## config.mk

```make
export PLATFORM = sky130hd
export DESIGN_NAME = mips_cpu
export DESIGN_NICKNAME = d
export VERILOG_FILES = /design/src/source/mips_pkg.sv /design/src/source/alu.sv /design/src/source/decoder.sv /design/src/source/fetch_unit.sv /design/src/source/forwarding_unit.sv /design/src/source/mips_cpu.sv /design/src/source/pipeline_control.sv /design/src/source/register_file.sv
export SDC_FILE = /design/constraint.sdc
export NUM_CORES = 2
export LEC_CHECK = 0
export BUFFER_PORTS_ARGS = -buffer_cell sky130_fd_sc_hd__clkbuf_2
export CAP_MARGIN = 20
export CORE_MARGIN = 2
export CORE_UTILIZATION = 31
export CTS_BUF_LIST = sky130_fd_sc_hd__clkbuf_2 sky130_fd_sc_hd__clkbuf_4 sky130_fd_sc_hd__clkbuf_8
export CTS_CLUSTER_DIAMETER = 50
export DETAILED_ROUTE_END_ITERATION = 10
export MAX_ROUTING_LAYER = met4
export PLACE_DENSITY = 0.44
export SYNTH_ARGS = -nofsm -noshare
export SYNTH_HDL_FRONTEND = slang
export SYNTH_SLANG_ARGS = --single-unit
```

## constraint.sdc

```tcl
create_clock -name clk -period 8.9 [get_ports clk]
set_input_delay 0.445 -clock clk [delete_from_list [all_inputs] [get_ports clk]]
set_output_delay 0.445 -clock clk [all_outputs]
set_load 0.05 [all_outputs]
```

## src/source/mips_pkg.sv

```systemverilog
package mips_pkg;

    typedef logic [31:0] word_t;
    typedef logic [4:0]  reg_addr_t;
    typedef logic [3:0]  alu_op_t;

    ////////////////////////////////////////
    // alu operations
    localparam alu_op_t ALU_ADD = 4'd0;
    localparam alu_op_t ALU_SUB = 4'd1;
    localparam alu_op_t ALU_AND = 4'd2;
    localparam alu_op_t ALU_OR  = 4'd3;
    localparam alu_op_t ALU_XOR = 4'd4;
    localparam alu_op_t ALU_SLT = 4'd5;
    localparam alu_op_t ALU_SLL = 4'd6;
    localparam alu_op_t ALU_SRL = 4'd7;
    localparam alu_op_t ALU_LUI = 4'd8;

    ////////////////////////////////////////
    // opcodes
    localparam logic [5:0] OP_SPECIAL = 6'h00;
    localparam logic [5:0] OP_J       = 6'h02;
    localparam logic [5:0] OP_BEQ     = 6'h04;
    localparam logic [5:0] OP_BNE     = 6'h05;
    localparam logic [5:0] OP_ADDIU   = 6'h09;
    localparam logic [5:0] OP_SLTI    = 6'h0a;
    localparam logic [5:0] OP_ANDI    = 6'h0c;
    localparam logic [5:0] OP_ORI     = 6'h0d;
    localparam logic [5:0] OP_LUI     = 6'h0f;
    localparam logic [5:0] OP_LW      = 6'h23;
    localparam logic [5:0] OP_SW      = 6'h2b;

    // funct field of OP_SPECIAL
    localparam logic [5:0] FN_SLL   = 6'h00;
    localparam logic [5:0] FN_SRL   = 6'h02;
    localparam logic [5:0] FN_BREAK = 6'h0d;
    localparam logic [5:0] FN_ADDU  = 6'h21;
    localparam logic [5:0] FN_SUBU  = 6'h23;
    localparam logic [5:0] FN_AND   = 6'h24;
    localparam logic [5:0] FN_OR    = 6'h25;
    localparam logic [5:0] FN_XOR   = 6'h26;
    localparam logic [5:0] FN_SLT   = 6'h2a;

endpackage

```

## src/source/alu.sv

```systemverilog
module alu (
    input  mips_pkg::alu_op_t op,
    input  mips_pkg::word_t   a,
    input  mips_pkg::word_t   b,
    input  logic [4:0]        shamt,
    output mips_pkg::word_t   result,
    output logic              equal
);

    always_comb
    begin
        case (op)
            mips_pkg::ALU_ADD: result = a + b;
            mips_pkg::ALU_SUB: result = a - b;
            mips_pkg::ALU_AND: result = a & b;
            mips_pkg::ALU_OR:  result = a | b;
            mips_pkg::ALU_XOR: result = a ^ b;
            mips_pkg::ALU_SLT: result = {31'b0, $signed(a) < $signed(b)};
            mips_pkg::ALU_SLL: result = b << shamt; // shifts act on rt
            mips_pkg::ALU_SRL: result = b >> shamt;
            mips_pkg::ALU_LUI: result = {b[15:0], 16'b0};
            default:           result = a;
        endcase
    end

    assign equal = (a == b); // beq / bne

endmodule

```

## src/source/decoder.sv

```systemverilog
module decoder (
    input  mips_pkg::word_t     inst,
    input  mips_pkg::word_t     pc,
    output mips_pkg::reg_addr_t rs,
    output mips_pkg::reg_addr_t rt,
    output logic                rs_enable,
    output logic                rt_enable,
    output mips_pkg::reg_addr_t rd,
    output mips_pkg::word_t     imm,
    output mips_pkg::alu_op_t   alu_op,
    output logic                use_imm,
    output logic                mem_enable,
    output logic                mem_write,
    output logic                wb_reg,
    output logic                wb_mem,
    output logic                branch,
    output logic                branch_ne,
    output logic                jump,
    output mips_pkg::word_t     target,
    output logic                brk
);

    logic [5:0] opcode;
    logic [5:0] funct;
    mips_pkg::word_t pc_plus4;
    mips_pkg::word_t sign_imm;

    assign opcode = inst[31:26];
    assign funct = inst[5:0];
    assign rs = inst[25:21];
    assign rt = inst[20:16];
    assign pc_plus4 = pc + 32'd4;
    assign sign_imm = {{16{inst[15]}}, inst[15:0]};

    always_comb
    begin
        rs_enable = 1'b0;
        rt_enable = 1'b0;
        rd = inst[20:16]; // immediate forms write rt
        imm = sign_imm;
        alu_op = mips_pkg::ALU_ADD;
        use_imm = 1'b0;
        mem_enable = 1'b0;
        mem_write = 1'b0;
        wb_reg = 1'b0;
        wb_mem = 1'b0;
        branch = 1'b0;
        branch_ne = 1'b0;
        jump = 1'b0;
        brk = 1'b0;
        target = pc_plus4 + {sign_imm[29:0], 2'b00};

        case (opcode)
            mips_pkg::OP_SPECIAL:
            begin
                rd = inst[15:11];
                rs_enable = 1'b1;
                rt_enable = 1'b1;
                wb_reg = 1'b1;
                case (funct)
                    mips_pkg::FN_ADDU: alu_op = mips_pkg::ALU_ADD;
                    mips_pkg::FN_SUBU: alu_op = mips_pkg::ALU_SUB;
                    mips_pkg::FN_AND:  alu_op = mips_pkg::ALU_AND;
                    mips_pkg::FN_OR:   alu_op = mips_pkg::ALU_OR;
                    mips_pkg::FN_XOR:  alu_op = mips_pkg::ALU_XOR;
                    mips_pkg::FN_SLT:  alu_op = mips_pkg::ALU_SLT;
                    mips_pkg::FN_SLL:  alu_op = mips_pkg::ALU_SLL;
                    mips_pkg::FN_SRL:  alu_op = mips_pkg::ALU_SRL;
                    mips_pkg::FN_BREAK:
                    begin
                        brk = 1'b1;
                        wb_reg = 1'b0;
                        rs_enable = 1'b0; // code field, not registers
                        rt_enable = 1'b0;
                    end
                    default: wb_reg = 1'b0;
                endcase
            end
            mips_pkg::OP_ADDIU, mips_pkg::OP_SLTI, mips_pkg::OP_ANDI, mips_pkg::OP_ORI,
            mips_pkg::OP_LUI:
            begin
                rs_enable = (opcode != mips_pkg::OP_LUI);
                use_imm = 1'b1;
                wb_reg = 1'b1;
                if (opcode == mips_pkg::OP_SLTI)
                    alu_op = mips_pkg::ALU_SLT;
                else if (opcode == mips_pkg::OP_ANDI)
                    alu_op = mips_pkg::ALU_AND;
                else if (opcode == mips_pkg::OP_ORI)
                    alu_op = mips_pkg::ALU_OR;
                else if (opcode == mips_pkg::OP_LUI)
                    alu_op = mips_pkg::ALU_LUI;
                // logical forms zero extend
                if (opcode == mips_pkg::OP_ANDI || opcode == mips_pkg::OP_ORI ||
                    opcode == mips_pkg::OP_LUI)
                    imm = {16'b0, inst[15:0]};
            end
            mips_pkg::OP_LW:
            begin
                rs_enable = 1'b1;
                use_imm = 1'b1;
                mem_enable = 1'b1;
                wb_reg = 1'b1;
                wb_mem = 1'b1;
            end
            mips_pkg::OP_SW:
            begin
                rs_enable = 1'b1;
                rt_enable = 1'b1; // store data
                use_imm = 1'b1;
                mem_enable = 1'b1;
                mem_write = 1'b1;
            end
            mips_pkg::OP_BEQ, mips_pkg::OP_BNE:
            begin
                rs_enable = 1'b1;
                rt_enable = 1'b1;
                alu_op = mips_pkg::ALU_SUB;
                branch = 1'b1;
                branch_ne = (opcode == mips_pkg::OP_BNE);
            end
            mips_pkg::OP_J:
            begin
                jump = 1'b1;
                target = {pc_plus4[31:28], inst[25:0], 2'b00};
            end
            default: ; // unknown opcodes act as nop
        endcase
    end

endmodule

```

## src/source/fetch_unit.sv

```systemverilog
module fetch_unit #(
    parameter ADDR_WIDTH = 16
) (
    input  logic                  clk,
    input  logic                  reset,
    input  logic                  stall,
    input  logic                  branch,
    input  logic [ADDR_WIDTH-1:0] branch_target,
    input  logic                  halt,
    output logic [ADDR_WIDTH-1:0] pc
);

    logic frozen; // set by break, cleared only by reset

    always_ff @(posedge clk)
    begin
        if (reset)
        begin
            pc <= '0;
            frozen <= 1'b0;
        end
        else if (halt || frozen)
            frozen <= 1'b1;
        else if (!stall)
        begin
            if (branch)
                pc <= branch_target;
            else
                pc <= pc + ADDR_WIDTH'(4);
        end
    end

endmodule

```

## src/source/forwarding_unit.sv

```systemverilog
module forwarding_unit (
    input  mips_pkg::reg_addr_t rs,
    input  mips_pkg::reg_addr_t rt,
    input  logic                rs_enable,
    input  logic                rt_enable,
    input  mips_pkg::word_t     rs_data,
    input  mips_pkg::word_t     rt_data,
    input  logic                exec_wb_reg,
    input  mips_pkg::reg_addr_t exec_write_addr,
    input  mips_pkg::word_t     exec_result,
    input  logic                mem_wb_reg,
    input  mips_pkg::reg_addr_t mem_write_addr,
    input  mips_pkg::word_t     mem_result,
    input  logic                wb_wb_reg,
    input  mips_pkg::reg_addr_t wb_write_addr,
    input  mips_pkg::word_t     wb_result,
    output mips_pkg::word_t     rs_forward,
    output mips_pkg::word_t     rt_forward
);

    // youngest producer wins, register zero never forwards
    assign rs_forward = (!rs_enable || rs == 5'd0)             ? rs_data :
                        (exec_wb_reg && exec_write_addr == rs) ? exec_result :
                        (mem_wb_reg && mem_write_addr == rs)   ? mem_result :
                        (wb_wb_reg && wb_write_addr == rs)     ? wb_result :
                        rs_data;

    assign rt_forward = (!rt_enable || rt == 5'd0)             ? rt_data :
                        (exec_wb_reg && exec_write_addr == rt) ? exec_result :
                        (mem_wb_reg && mem_write_addr == rt)   ? mem_result :
                        (wb_wb_reg && wb_write_addr == rt)     ? wb_result :
                        rt_data;

endmodule

```

## src/source/mips_cpu.sv

```systemverilog
module mips_cpu #(
    parameter ADDR_WIDTH = 16
) (
    input  logic                  clk,
    input  logic                  reset,
    output logic [ADDR_WIDTH-1:0] imem_addr,
    input  mips_pkg::word_t       imem_data,
    output logic                  dmem_enable,
    output logic                  dmem_write_enable,
    output mips_pkg::word_t       dmem_addr,
    output mips_pkg::word_t       dmem_wdata,
    input  mips_pkg::word_t       dmem_rdata,
    input  logic                  dmem_ready,
    output logic                  halted
);

    logic fetch_stall;
    logic decode_stall;
    logic decode_flush;
    logic exec_flush;
    logic mem_stall;

    logic [ADDR_WIDTH-1:0] fetch_pc;
    logic [ADDR_WIDTH-1:0] dec_pc;
    mips_pkg::word_t       dec_inst;

    mips_pkg::reg_addr_t dec_rs;
    mips_pkg::reg_addr_t dec_rt;
    mips_pkg::reg_addr_t dec_rd;
    logic                dec_rs_enable;
    logic                dec_rt_enable;
    mips_pkg::word_t     dec_imm;
    mips_pkg::alu_op_t   dec_alu_op;
    logic                dec_use_imm;
    logic                dec_mem_enable;
    logic                dec_mem_write;
    logic                dec_wb_reg;
    logic                dec_wb_mem;
    logic                dec_branch;
    logic                dec_branch_ne;
    logic                dec_jump;
    mips_pkg::word_t     dec_target;
    logic                dec_brk;
    mips_pkg::word_t     dec_rs_data;
    mips_pkg::word_t     dec_rt_data;
    mips_pkg::word_t     fwd_rs;
    mips_pkg::word_t     fwd_rt;

    mips_pkg::alu_op_t     ex_alu_op;
    mips_pkg::word_t       ex_a;
    mips_pkg::word_t       ex_b;
    mips_pkg::word_t       ex_store_data;
    logic [4:0]            ex_shamt;
    mips_pkg::reg_addr_t   ex_write_addr;
    logic                  ex_wb_reg;
    logic                  ex_wb_mem;
    logic                  ex_mem_enable;
    logic                  ex_mem_write;
    logic                  ex_branch;
    logic                  ex_branch_ne;
    logic                  ex_jump;
    logic                  ex_brk;
    logic [ADDR_WIDTH-1:0] ex_target;
    mips_pkg::word_t       ex_result;
    logic                  ex_equal;
    logic                  ex_take_branch;

    mips_pkg::word_t     mem_alu;
    mips_pkg::word_t     mem_store_data;
    mips_pkg::reg_addr_t mem_write_addr;
    logic                mem_wb_reg;
    logic                mem_wb_mem;
    logic                mem_enable;
    logic                mem_write;
    mips_pkg::word_t     mem_result;

    logic                wb_wb_reg;
    mips_pkg::reg_addr_t wb_write_addr;
    mips_pkg::word_t     wb_data;

    ////////////////////////////////////////
    // fetch

    fetch_unit #(.ADDR_WIDTH(ADDR_WIDTH)) fetch (
        .clk(clk),
        .reset(reset),
        .stall(fetch_stall),
        .branch(ex_take_branch),
        .branch_target(ex_target),
        .halt(ex_brk),
        .pc(fetch_pc)
    );

    assign imem_addr = fetch_pc;

    always_ff @(posedge clk)
    begin
        if (reset)
            dec_inst <= '0;
        else if (!decode_stall)
            dec_inst <= (decode_flush || halted) ? '0 : imem_data; // all zero is a nop
    end

    always_ff @(posedge clk)
    begin
        if (!decode_stall)
            dec_pc <= fetch_pc;
    end

    ////////////////////////////////////////
    // decode

    decoder decode (
        .inst(dec_inst),
        .pc(mips_pkg::word_t'(dec_pc)),
        .rs(dec_rs),
        .rt(dec_rt),
        .rs_enable(dec_rs_enable),
        .rt_enable(dec_rt_enable),
        .rd(dec_rd),
        .imm(dec_imm),
        .alu_op(dec_alu_op),
        .use_imm(dec_use_imm),
        .mem_enable(dec_mem_enable),
        .mem_write(dec_mem_write),
        .wb_reg(dec_wb_reg),
        .wb_mem(dec_wb_mem),
        .branch(dec_branch),
        .branch_ne(dec_branch_ne),
        .jump(dec_jump),
        .target(dec_target),
        .brk(dec_brk)
    );

    register_file regfile (
        .clk(clk),
        .reset(reset),
        .rs(dec_rs),
        .rt(dec_rt),
        .rs_data(dec_rs_data),
        .rt_data(dec_rt_data),
        .write_enable(wb_wb_reg),
        .write_addr(wb_write_addr),
        .write_data(wb_data)
    );

    forwarding_unit forward (
        .rs(dec_rs),
        .rt(dec_rt),
        .rs_enable(dec_rs_enable),
        .rt_enable(dec_rt_enable),
        .rs_data(dec_rs_data),
        .rt_data(dec_rt_data),
        .exec_wb_reg(ex_wb_reg),
        .exec_write_addr(ex_write_addr),
        .exec_result(ex_result),
        .mem_wb_reg(mem_wb_reg),
        .mem_write_addr(mem_write_addr),
        .mem_result(mem_result),
        .wb_wb_reg(wb_wb_reg),
        .wb_write_addr(wb_write_addr),
        .wb_result(wb_data),
        .rs_forward(fwd_rs),
        .rt_forward(fwd_rt)
    );

    pipeline_control control (
        .dec_rs(dec_rs),
        .dec_rt(dec_rt),
        .dec_rs_enable(dec_rs_enable),
        .dec_rt_enable(dec_rt_enable),
        .exec_load(ex_wb_mem),
        .exec_write_addr(ex_write_addr),
        .exec_take_branch(ex_take_branch),
        .exec_brk(ex_brk),
        .mem_enable(mem_enable),
        .dmem_ready(dmem_ready),
        .fetch_stall(fetch_stall),
        .decode_stall(decode_stall),
        .decode_flush(decode_flush),
        .exec_flush(exec_flush),
        .mem_stall(mem_stall)
    );

    always_ff @(posedge clk)
    begin
        if (reset || (!mem_stall && exec_flush))
        begin
            ex_wb_reg <= 1'b0;
            ex_wb_mem <= 1'b0;
            ex_mem_enable <= 1'b0;
            ex_mem_write <= 1'b0;
            ex_branch <= 1'b0;
            ex_jump <= 1'b0;
            ex_brk <= 1'b0;
        end
        else if (!mem_stall)
        begin
            ex_wb_reg <= dec_wb_reg;
            ex_wb_mem <= dec_wb_mem;
            ex_mem_enable <= dec_mem_enable;
            ex_mem_write <= dec_mem_write;
            ex_branch <= dec_branch;
            ex_jump <= dec_jump;
            ex_brk <= dec_brk;
        end
    end

    always_ff @(posedge clk)
    begin
        if (!mem_stall)
        begin
            ex_alu_op <= dec_alu_op;
            ex_a <= fwd_rs;
            ex_b <= dec_use_imm ? dec_imm : fwd_rt;
            ex_store_data <= fwd_rt;
            ex_shamt <= dec_inst[10:6];
            ex_write_addr <= dec_rd;
            ex_branch_ne <= dec_branch_ne;
            ex_target <= dec_target[ADDR_WIDTH-1:0];
        end
    end

    ////////////////////////////////////////
    // execute

    alu exec_alu (
        .op(ex_alu_op),
        .a(ex_a),
        .b(ex_b),
        .shamt(ex_shamt),
        .result(ex_result),
        .equal(ex_equal)
    );

    assign ex_take_branch = ex_jump || (ex_branch && (ex_equal != ex_branch_ne));

    always_ff @(posedge clk)
    begin
        if (reset)
            halted <= 1'b0;
        else if (ex_brk)
            halted <= 1'b1;
    end

    always_ff @(posedge clk)
    begin
        if (reset)
        begin
            mem_wb_reg <= 1'b0;
            mem_wb_mem <= 1'b0;
            mem_enable <= 1'b0;
            mem_write <= 1'b0;
        end
        else if (!mem_stall)
        begin
            mem_wb_reg <= ex_wb_reg;
            mem_wb_mem <= ex_wb_mem;
            mem_enable <= ex_mem_enable;
            mem_write <= ex_mem_write;
        end
    end

    always_ff @(posedge clk)
    begin
        if (!mem_stall)
        begin
            mem_alu <= ex_result;
            mem_store_data <= ex_store_data;
            mem_write_addr <= ex_write_addr;
        end
    end

    ////////////////////////////////////////
    // memory and writeback

    // held stable by mem_stall until dmem_ready
    assign dmem_enable = mem_enable;
    assign dmem_write_enable = mem_write;
    assign dmem_addr = mem_alu;
    assign dmem_wdata = mem_store_data;

    assign mem_result = mem_wb_mem ? dmem_rdata : mem_alu;

    always_ff @(posedge clk)
    begin
        if (reset)
            wb_wb_reg <= 1'b0;
        else
            wb_wb_reg <= mem_wb_reg && !mem_stall; // bubble while waiting
    end

    always_ff @(posedge clk)
    begin
        wb_write_addr <= mem_write_addr;
        wb_data <= mem_result;
    end

endmodule

```

## src/source/pipeline_control.sv

```systemverilog
module pipeline_control (
    input  mips_pkg::reg_addr_t dec_rs,
    input  mips_pkg::reg_addr_t dec_rt,
    input  logic                dec_rs_enable,
    input  logic                dec_rt_enable,
    input  logic                exec_load,
    input  mips_pkg::reg_addr_t exec_write_addr,
    input  logic                exec_take_branch,
    input  logic                exec_brk,
    input  logic                mem_enable,
    input  logic                dmem_ready,
    output logic                fetch_stall,
    output logic                decode_stall,
    output logic                decode_flush,
    output logic                exec_flush,
    output logic                mem_stall
);

    logic mem_wait;
    logic load_use;
    logic redirect;

    assign mem_wait = mem_enable && !dmem_ready;

    // load in execute feeding decode, data not ready yet
    assign load_use = exec_load && exec_write_addr != 5'd0 &&
                      ((dec_rs_enable && dec_rs == exec_write_addr) ||
                       (dec_rt_enable && dec_rt == exec_write_addr));

    assign redirect = exec_take_branch || exec_brk;

    assign mem_stall = mem_wait;
    assign fetch_stall = mem_wait || load_use;
    assign decode_stall = mem_wait || load_use;
    assign decode_flush = !mem_wait && redirect;
    assign exec_flush = !mem_wait && (redirect || load_use); // bubble into execute

endmodule

```

## src/source/register_file.sv

```systemverilog
module register_file (
    input  logic                clk,
    input  logic                reset,
    input  mips_pkg::reg_addr_t rs,
    input  mips_pkg::reg_addr_t rt,
    output mips_pkg::word_t     rs_data,
    output mips_pkg::word_t     rt_data,
    input  logic                write_enable,
    input  mips_pkg::reg_addr_t write_addr,
    input  mips_pkg::word_t     write_data
);

    mips_pkg::word_t regs [32];

    always_ff @(posedge clk)
    begin
        if (reset)
        begin
            for (int i = 0; i < 32; i++)
                regs[i] <= '0;
        end
        else if (write_enable && write_addr != 5'd0)
            regs[write_addr] <= write_data;
    end

    // writeback in the same cycle bypasses the array
    assign rs_data = (write_enable && write_addr != 5'd0 && write_addr == rs) ?
                     write_data : regs[rs];
    assign rt_data = (write_enable && write_addr != 5'd0 && write_addr == rt) ?
                     write_data : regs[rt];

endmodule

```

# Yosys cells after proc, flatten, opt, wreduce, memory -nomap -nowiden
# Memories as Yosys holds them, arrays and structs flattened. A register that Yosys moved wholly into a read port is not among the register bits.
# Index checks and enable logic that the tools add are counted.
[classes]
reduce_logical = 52
muxes = 50
bitwise = 5
add_sub_neg = 5
shifts = 2
n_lt_le_gt_ge = 1
n_eq_ne = 37
[op_table]
columns = ["operator", "count"]
rows = [
  ["32-bit 2-to-1 mux", 16],
  ["32-bit case mux with 9 select lines", 1],
  ["6-bit == test (second input constant)", 8],
  ["5-bit == test", 8],
  ["6-bit by 4-bit == test with 1-bit output (second input constant)", 6],
  ["16-bit by 3-bit adder with 16-bit output (second input constant)", 2],
  ["32-bit adder", 1],
  ["32-bit bitwise AND", 1],
  ["32-bit == test", 1],
  ["32-bit less-than comparator", 1],
  ["16-bit 2-to-1 mux", 2],
  ["32-bit OR", 1],
  ["32-bit OR reduction", 1],
  ["32-bit by 5-bit << shifter with 32-bit output", 1],
  ["32-bit by 5-bit right shift with 32-bit output", 1],
  ["32-bit subtractor", 1],
  ["32-bit bitwise XOR", 1],
  ["5-bit 2-to-1 mux", 6],
  ["3-bit case mux with 7 select lines", 1],
  ["1-bit logical AND", 19],
  ["16-bit adder", 1],
  ["4-bit by 3-bit == test with 1-bit output (second input constant)", 4],
  ["1-bit 2-to-1 mux", 16],
  ["4-bit 2-to-1 mux", 4],
  ["other kinds (25)", 48],
]
[totals]
word_cells = 184
output_inout_bits = 83
mem_count = 1
reg_bits = 311
mem_bits_rw = 1024
input_bits = 67
[memory_table]
columns = ["name", "words", "width", "read_ports", "rd_ports_with_merged_regs", "write_ports", "line", "text"]
rows = [
  ["regfile.regs", 32, 32, 2, 2, 32, "register_file.sv:13", "mips_pkg::word_t regs [32];"],
]

# Depth between registers and ports, before layout
[logic_depth]
word_depth = 10
ltp_mapped = 15

# Hierarchy
# Synthesis repeated with hierarchy kept, for this count alone.
[hier_totals]
cells_unflattened = 6427
area_unflattened_um2 = 80196.9
[by_module_without_submodules]
columns = ["mod", "seq_area_each_um2", "cells_per_inst", "n_inst", "area_per_inst_um2"]
rows = [
  ["register_file", 30749.5, 3495, 1, 54119.4],
  ["mips_cpu", 8007.7, 519, 1, 9686.8],
  ["alu", 0.0, 1306, 1, 8821.0],
  ["decoder", 0.0, 491, 1, 3279.4],
  ["forwarding_unit", 0.0, 467, 1, 3140.5],
  ["fetch_unit", 340.3, 126, 1, 974.7],
  ["pipeline_control", 0.0, 23, 1, 175.2],
]

# Worst setup path after synthesis
# No wires, ideal clock.
[synth_timing]
path_type = "register to register"
from = "register mem_enable, in the netlist dmem_enable"
to = "register dec_pc[0], enable pin"
setup_ns = 0.364
path_stages_with_launch = 8
n_path_buf = 3
path_slack_ns = 0.487
required_ns = 8.536
synth_period_minus_slack_ns = 8.413
arrival_ns = 8.049
path_cell_list = "dfxtp_1 nor2b_1 clkbuf_1 inv_1 clkbuf_1 nand2_1 clkbuf_1 inv_1"
[synth_between]
elab_chain_len = 2
[synth_lines]
columns = ["item", "line", "text"]
rows = [
  ["start: declaration", "mips_cpu.sv:73", "logic mem_enable;"],
  ["start signal: assignment", "mips_cpu.sv:259", "mem_enable <= ex_mem_enable;"],
  ["1-bit logical AND", "pipeline_control.sv:23", "assign mem_wait = mem_enable && !dmem_ready;"],
  ["1-bit logical OR", "pipeline_control.sv:34", "assign decode_stall = mem_wait || load_use;"],
  ["end signal: assignment", "mips_cpu.sv:107", "dec_pc <= fetch_pc;"],
  ["end: declaration", "mips_cpu.sv:24", "logic [ADDR_WIDTH-1:0] dec_pc;"],
]
# Every way passes these cells.
# A chain may end at the register's enable or synchronous reset.

# Final worst setup path
[layout_timing]
from = "register ex_b[24]"
to = "register dec_inst[22]"
[layout_between]
elab_chain_len = 8
[layout_lines]
columns = ["item", "line", "text"]
rows = [
  ["start: declaration", "mips_cpu.sv:51", "mips_pkg::word_t ex_b;"],
  ["start signal: assignment", "mips_cpu.sv:215", "ex_b <= dec_use_imm ? dec_imm : fwd_rt;"],
  ["32-bit == test", "alu.sv:26", "assign equal = (a == b);"],
  ["1-bit != test", "mips_cpu.sv:236", "assign ex_take_branch = ex_jump || (ex_branch && (ex_equal != ex_branch_ne));"],
  ["1-bit logical AND", "mips_cpu.sv:236", ""],
  ["1-bit logical OR", "mips_cpu.sv:236", ""],
  ["1-bit logical OR", "pipeline_control.sv:30", "assign redirect = exec_take_branch || exec_brk;"],
  ["1-bit logical AND", "pipeline_control.sv:35", "assign decode_flush = !mem_wait && redirect;"],
  ["1-bit logical OR", "mips_cpu.sv:101", "dec_inst <= (decode_flush || halted) ? '0 : imem_data;"],
  ["32-bit 2-to-1 mux", "mips_cpu.sv:101", ""],
  ["end signal: assignment", "mips_cpu.sv:101", ""],
  ["end: declaration", "mips_cpu.sv:25", "mips_pkg::word_t dec_inst;"],
]
# Every way passes these cells.

==> qor.yml <==
routed_wl_mm: 343
tightestPinTransition_ns: 1.15
num_vias: 57000
path_clk_slew_ns: 0.06
die_w_microns: 510
root_buffer: "clkbuf_8"
die_area_sq_um: 260000
h-tree-depth: 5
postCtsHoldBufs: 83
ys_seq_area_share_pct: 49.6
max_clock_freq_mhz: 164
yosysMostFrequentCell: "edfxtp_1"
crit_fanout: 41
syn2layout_area_growth_pct: 13.9
slew_headroom_pct: 21.1
post_cts_resized: 0
drcViolationCount: 0
end_kind: "register"
netlist_instances: 6087
p_per_area_nw_per_um2: 236
fin_tns_setup_ns: 0
io_pins: 150
clk_latency_ns: 1.04
ir_drop_mv: 0.165
coreArea_sq_um: 254000
use_met3_pct: 4.54
ys_seq_elements: 1345
place_worst_setup_slack_ns: 3.40
hold_path_class: "input pin to register"
initial_core_util_pct: 31.2
min-delay-start: "dmem_rdata[20]"
cpMostUsedCell: "buf_4"
holdWs_ns: 0.266
grt_max_degree: 116
postSynth.topFlopCell: "edfxtp_1"
cp-start-kind: "register"
finalClockSkew_ns: 0.0666
routedWlPerCell_microns: 35.0
clock-sinks: 1345
cp.arrival_ns: 6.98
cts_setup_buffers: 0
synth_top_area_cell: "edfxtp_1"
grt_usage_pct: 26.9
ys_warn_count: 0
place_area_sq_um: 83900
grt_pass1_vias: 57100
met1_usage_pct: 33.8
drive_above_1_share_pct: 25.9
cp-startpoint: "ex_b[24]"
rows: 185
crit_family: "simple AND/OR/NAND/NOR gates"
gr-usage-met2_pct: 42.4
die_h_microns: 510
syn_area_sq_um: 79200
cellLeakagePower_nw: 32.4
layout.nets: 6438
cp_cell_sequence: "inv_1 -> ha_1 -> nor4_1 -> nand4_1 -> nor4_1 -> buf_4 -> xor2_1 -> a21o_1 -> buf_4 -> nor3_2 -> buf_4 -> a22oi_1 -> nor2_1 -> dlygate4sd3_1"
hold_violations: 0
path_class: "register to register"
grt_pass1_wl_mm: 471
synth_edf_count: 1236
syn_avg_cell_area_sq_um: 13.0
synth_area_leaders: "edfxtp_1, mux4_2, and2_1, dfxtp_1, clkbuf_1"
synth-async-reset-ratio_pct: 0
largest_reg_flops: 1024
drt_pre_antenna_iters: 6
setup_violations: 0
slowest_stage: "nor4_1"
cp_num_buf_inv: 5
status: "completed"
grt_setup_unrepaired: "false"
drv_cap: 0
port_buffers: 149
overflow: 0
cts_tree: "done"
gp_congestion: 1.02
cpPeakStageDelay_ns: 0.85
synth_cell_types: 93
grt-busiest-layer: "met2"
fin_ws_ns: 2.79
period_share_pct: 68.7
synth_top_cell_area_share_pct: 46.8
cts_buffers: 283
hpwl_mm: 221
design_area_sq_um: 90300
slew_violations: 0
regMostFlops: "regfile.regs"
synth_common_cells: "edfxtp_1, and2_1, mux4_2"
antenna_found_initial: 32
cp_data_required_time_ns: 9.77
ant_nets: 0
viasPerCell: 5.80
dr.first_iter.drc_count: 7001
timing.rr.start: "ex_b[24]"
final.min_clock_period_ns: 6.11
clock_path_buffers: 4
==> layer usage <==
layer,vias to the layer above,wire [microns]
li1,23700,-
met1,29700,139000
met2,2765,162000
met3,761,24100
met4,0,18000
met5,-,0
==> power breakdown <==
| part | switching, mW | internal [mW] | leakage, nW | total [mW] |
|---|---|---|---|---|
| logic | 4.52 | 1.89 | 15.7 | 6.41 |
| registers | 0.708 | 7.48 | 13.8 | 8.19 |
| clock network | 2.95 | 3.74 | 2.87 | 6.69 |
==> tightest hold or removal path: stages <==
cell and delay, ns:
dlygate4sd3_1 0.52, clkbuf_2 0.10, mux2_2 0.18
==> metrics by stage <==
step / instances / total power [mW] / utilization [%]
final: 9813 / 21.3 / 35.5
after global routing: 9806 / 22.0 / 35.5
after CTS: 9798 / 21.2 / 35.5
after floorplan: 6118 / 11.5 / -
after global placement: 9234 / 14.4 / 33.0
after detailed placement: 9241 / 14.5 / 33.0
==> placed cells by master (no fill, tap or decap), types with 40 or more instances in the layout <==
master and count:
nand2_1 233, a211oi_1 54, a21o_1 40, clkbuf_8 302, o211ai_1 54, and2_1 1013, nor3_1 69, nand3_1 50
mux2_2 79, a21oi_1 248, clkinv_1 56, buf_4 183, edfxtp_1 1236, o21ai_0 255, clkbuf_4 66, nor2_1 290
inv_1 121, mux2i_1 120, dfxtp_1 97, dlygate4sd3_1 83, ha_1 122, clkbuf_2 148, mux4_2 688, a31oi_1 40
a22oi_1 46
==> area by class of cell <==
class	count	area (sq um)
Clock inverter	106	793
Fill cell	24500	164000
Inverter	126	480
Multi-Input combinational cell	4058	37400
Timing Repair Buffer	432	3340
Sequential cell	1345	39300
Tap cell	3366	4210
Clock buffer	368	4650
Antenna cell	12	30.0
==> logic make-up (layout without fill, tap and decap cells) <==
family,after synthesis,count (layout),share of synthesized area (%)
fa+ha+maj,125,125,2.00
compound gates,1039,1039,8.55
flops,1345,1345,49.6
simple gates,1920,1920,13.3
buf+inv,715,1032,3.72
xor+xnor,55,55,0.608
other cells,1,44,0.00473
mux,887,887,22.2
==> final timing paths <==
check,to,cells past startpoint,slack [ns]
setup / recovery,dec_inst[22],14,2.79
hold / removal,wb_data[20],3,0.27
setup reg to reg,dec_inst[22],14,2.79
hold reg to reg,dmem_wdata[1],0,0.41
(Power assumes the default switching activity.)
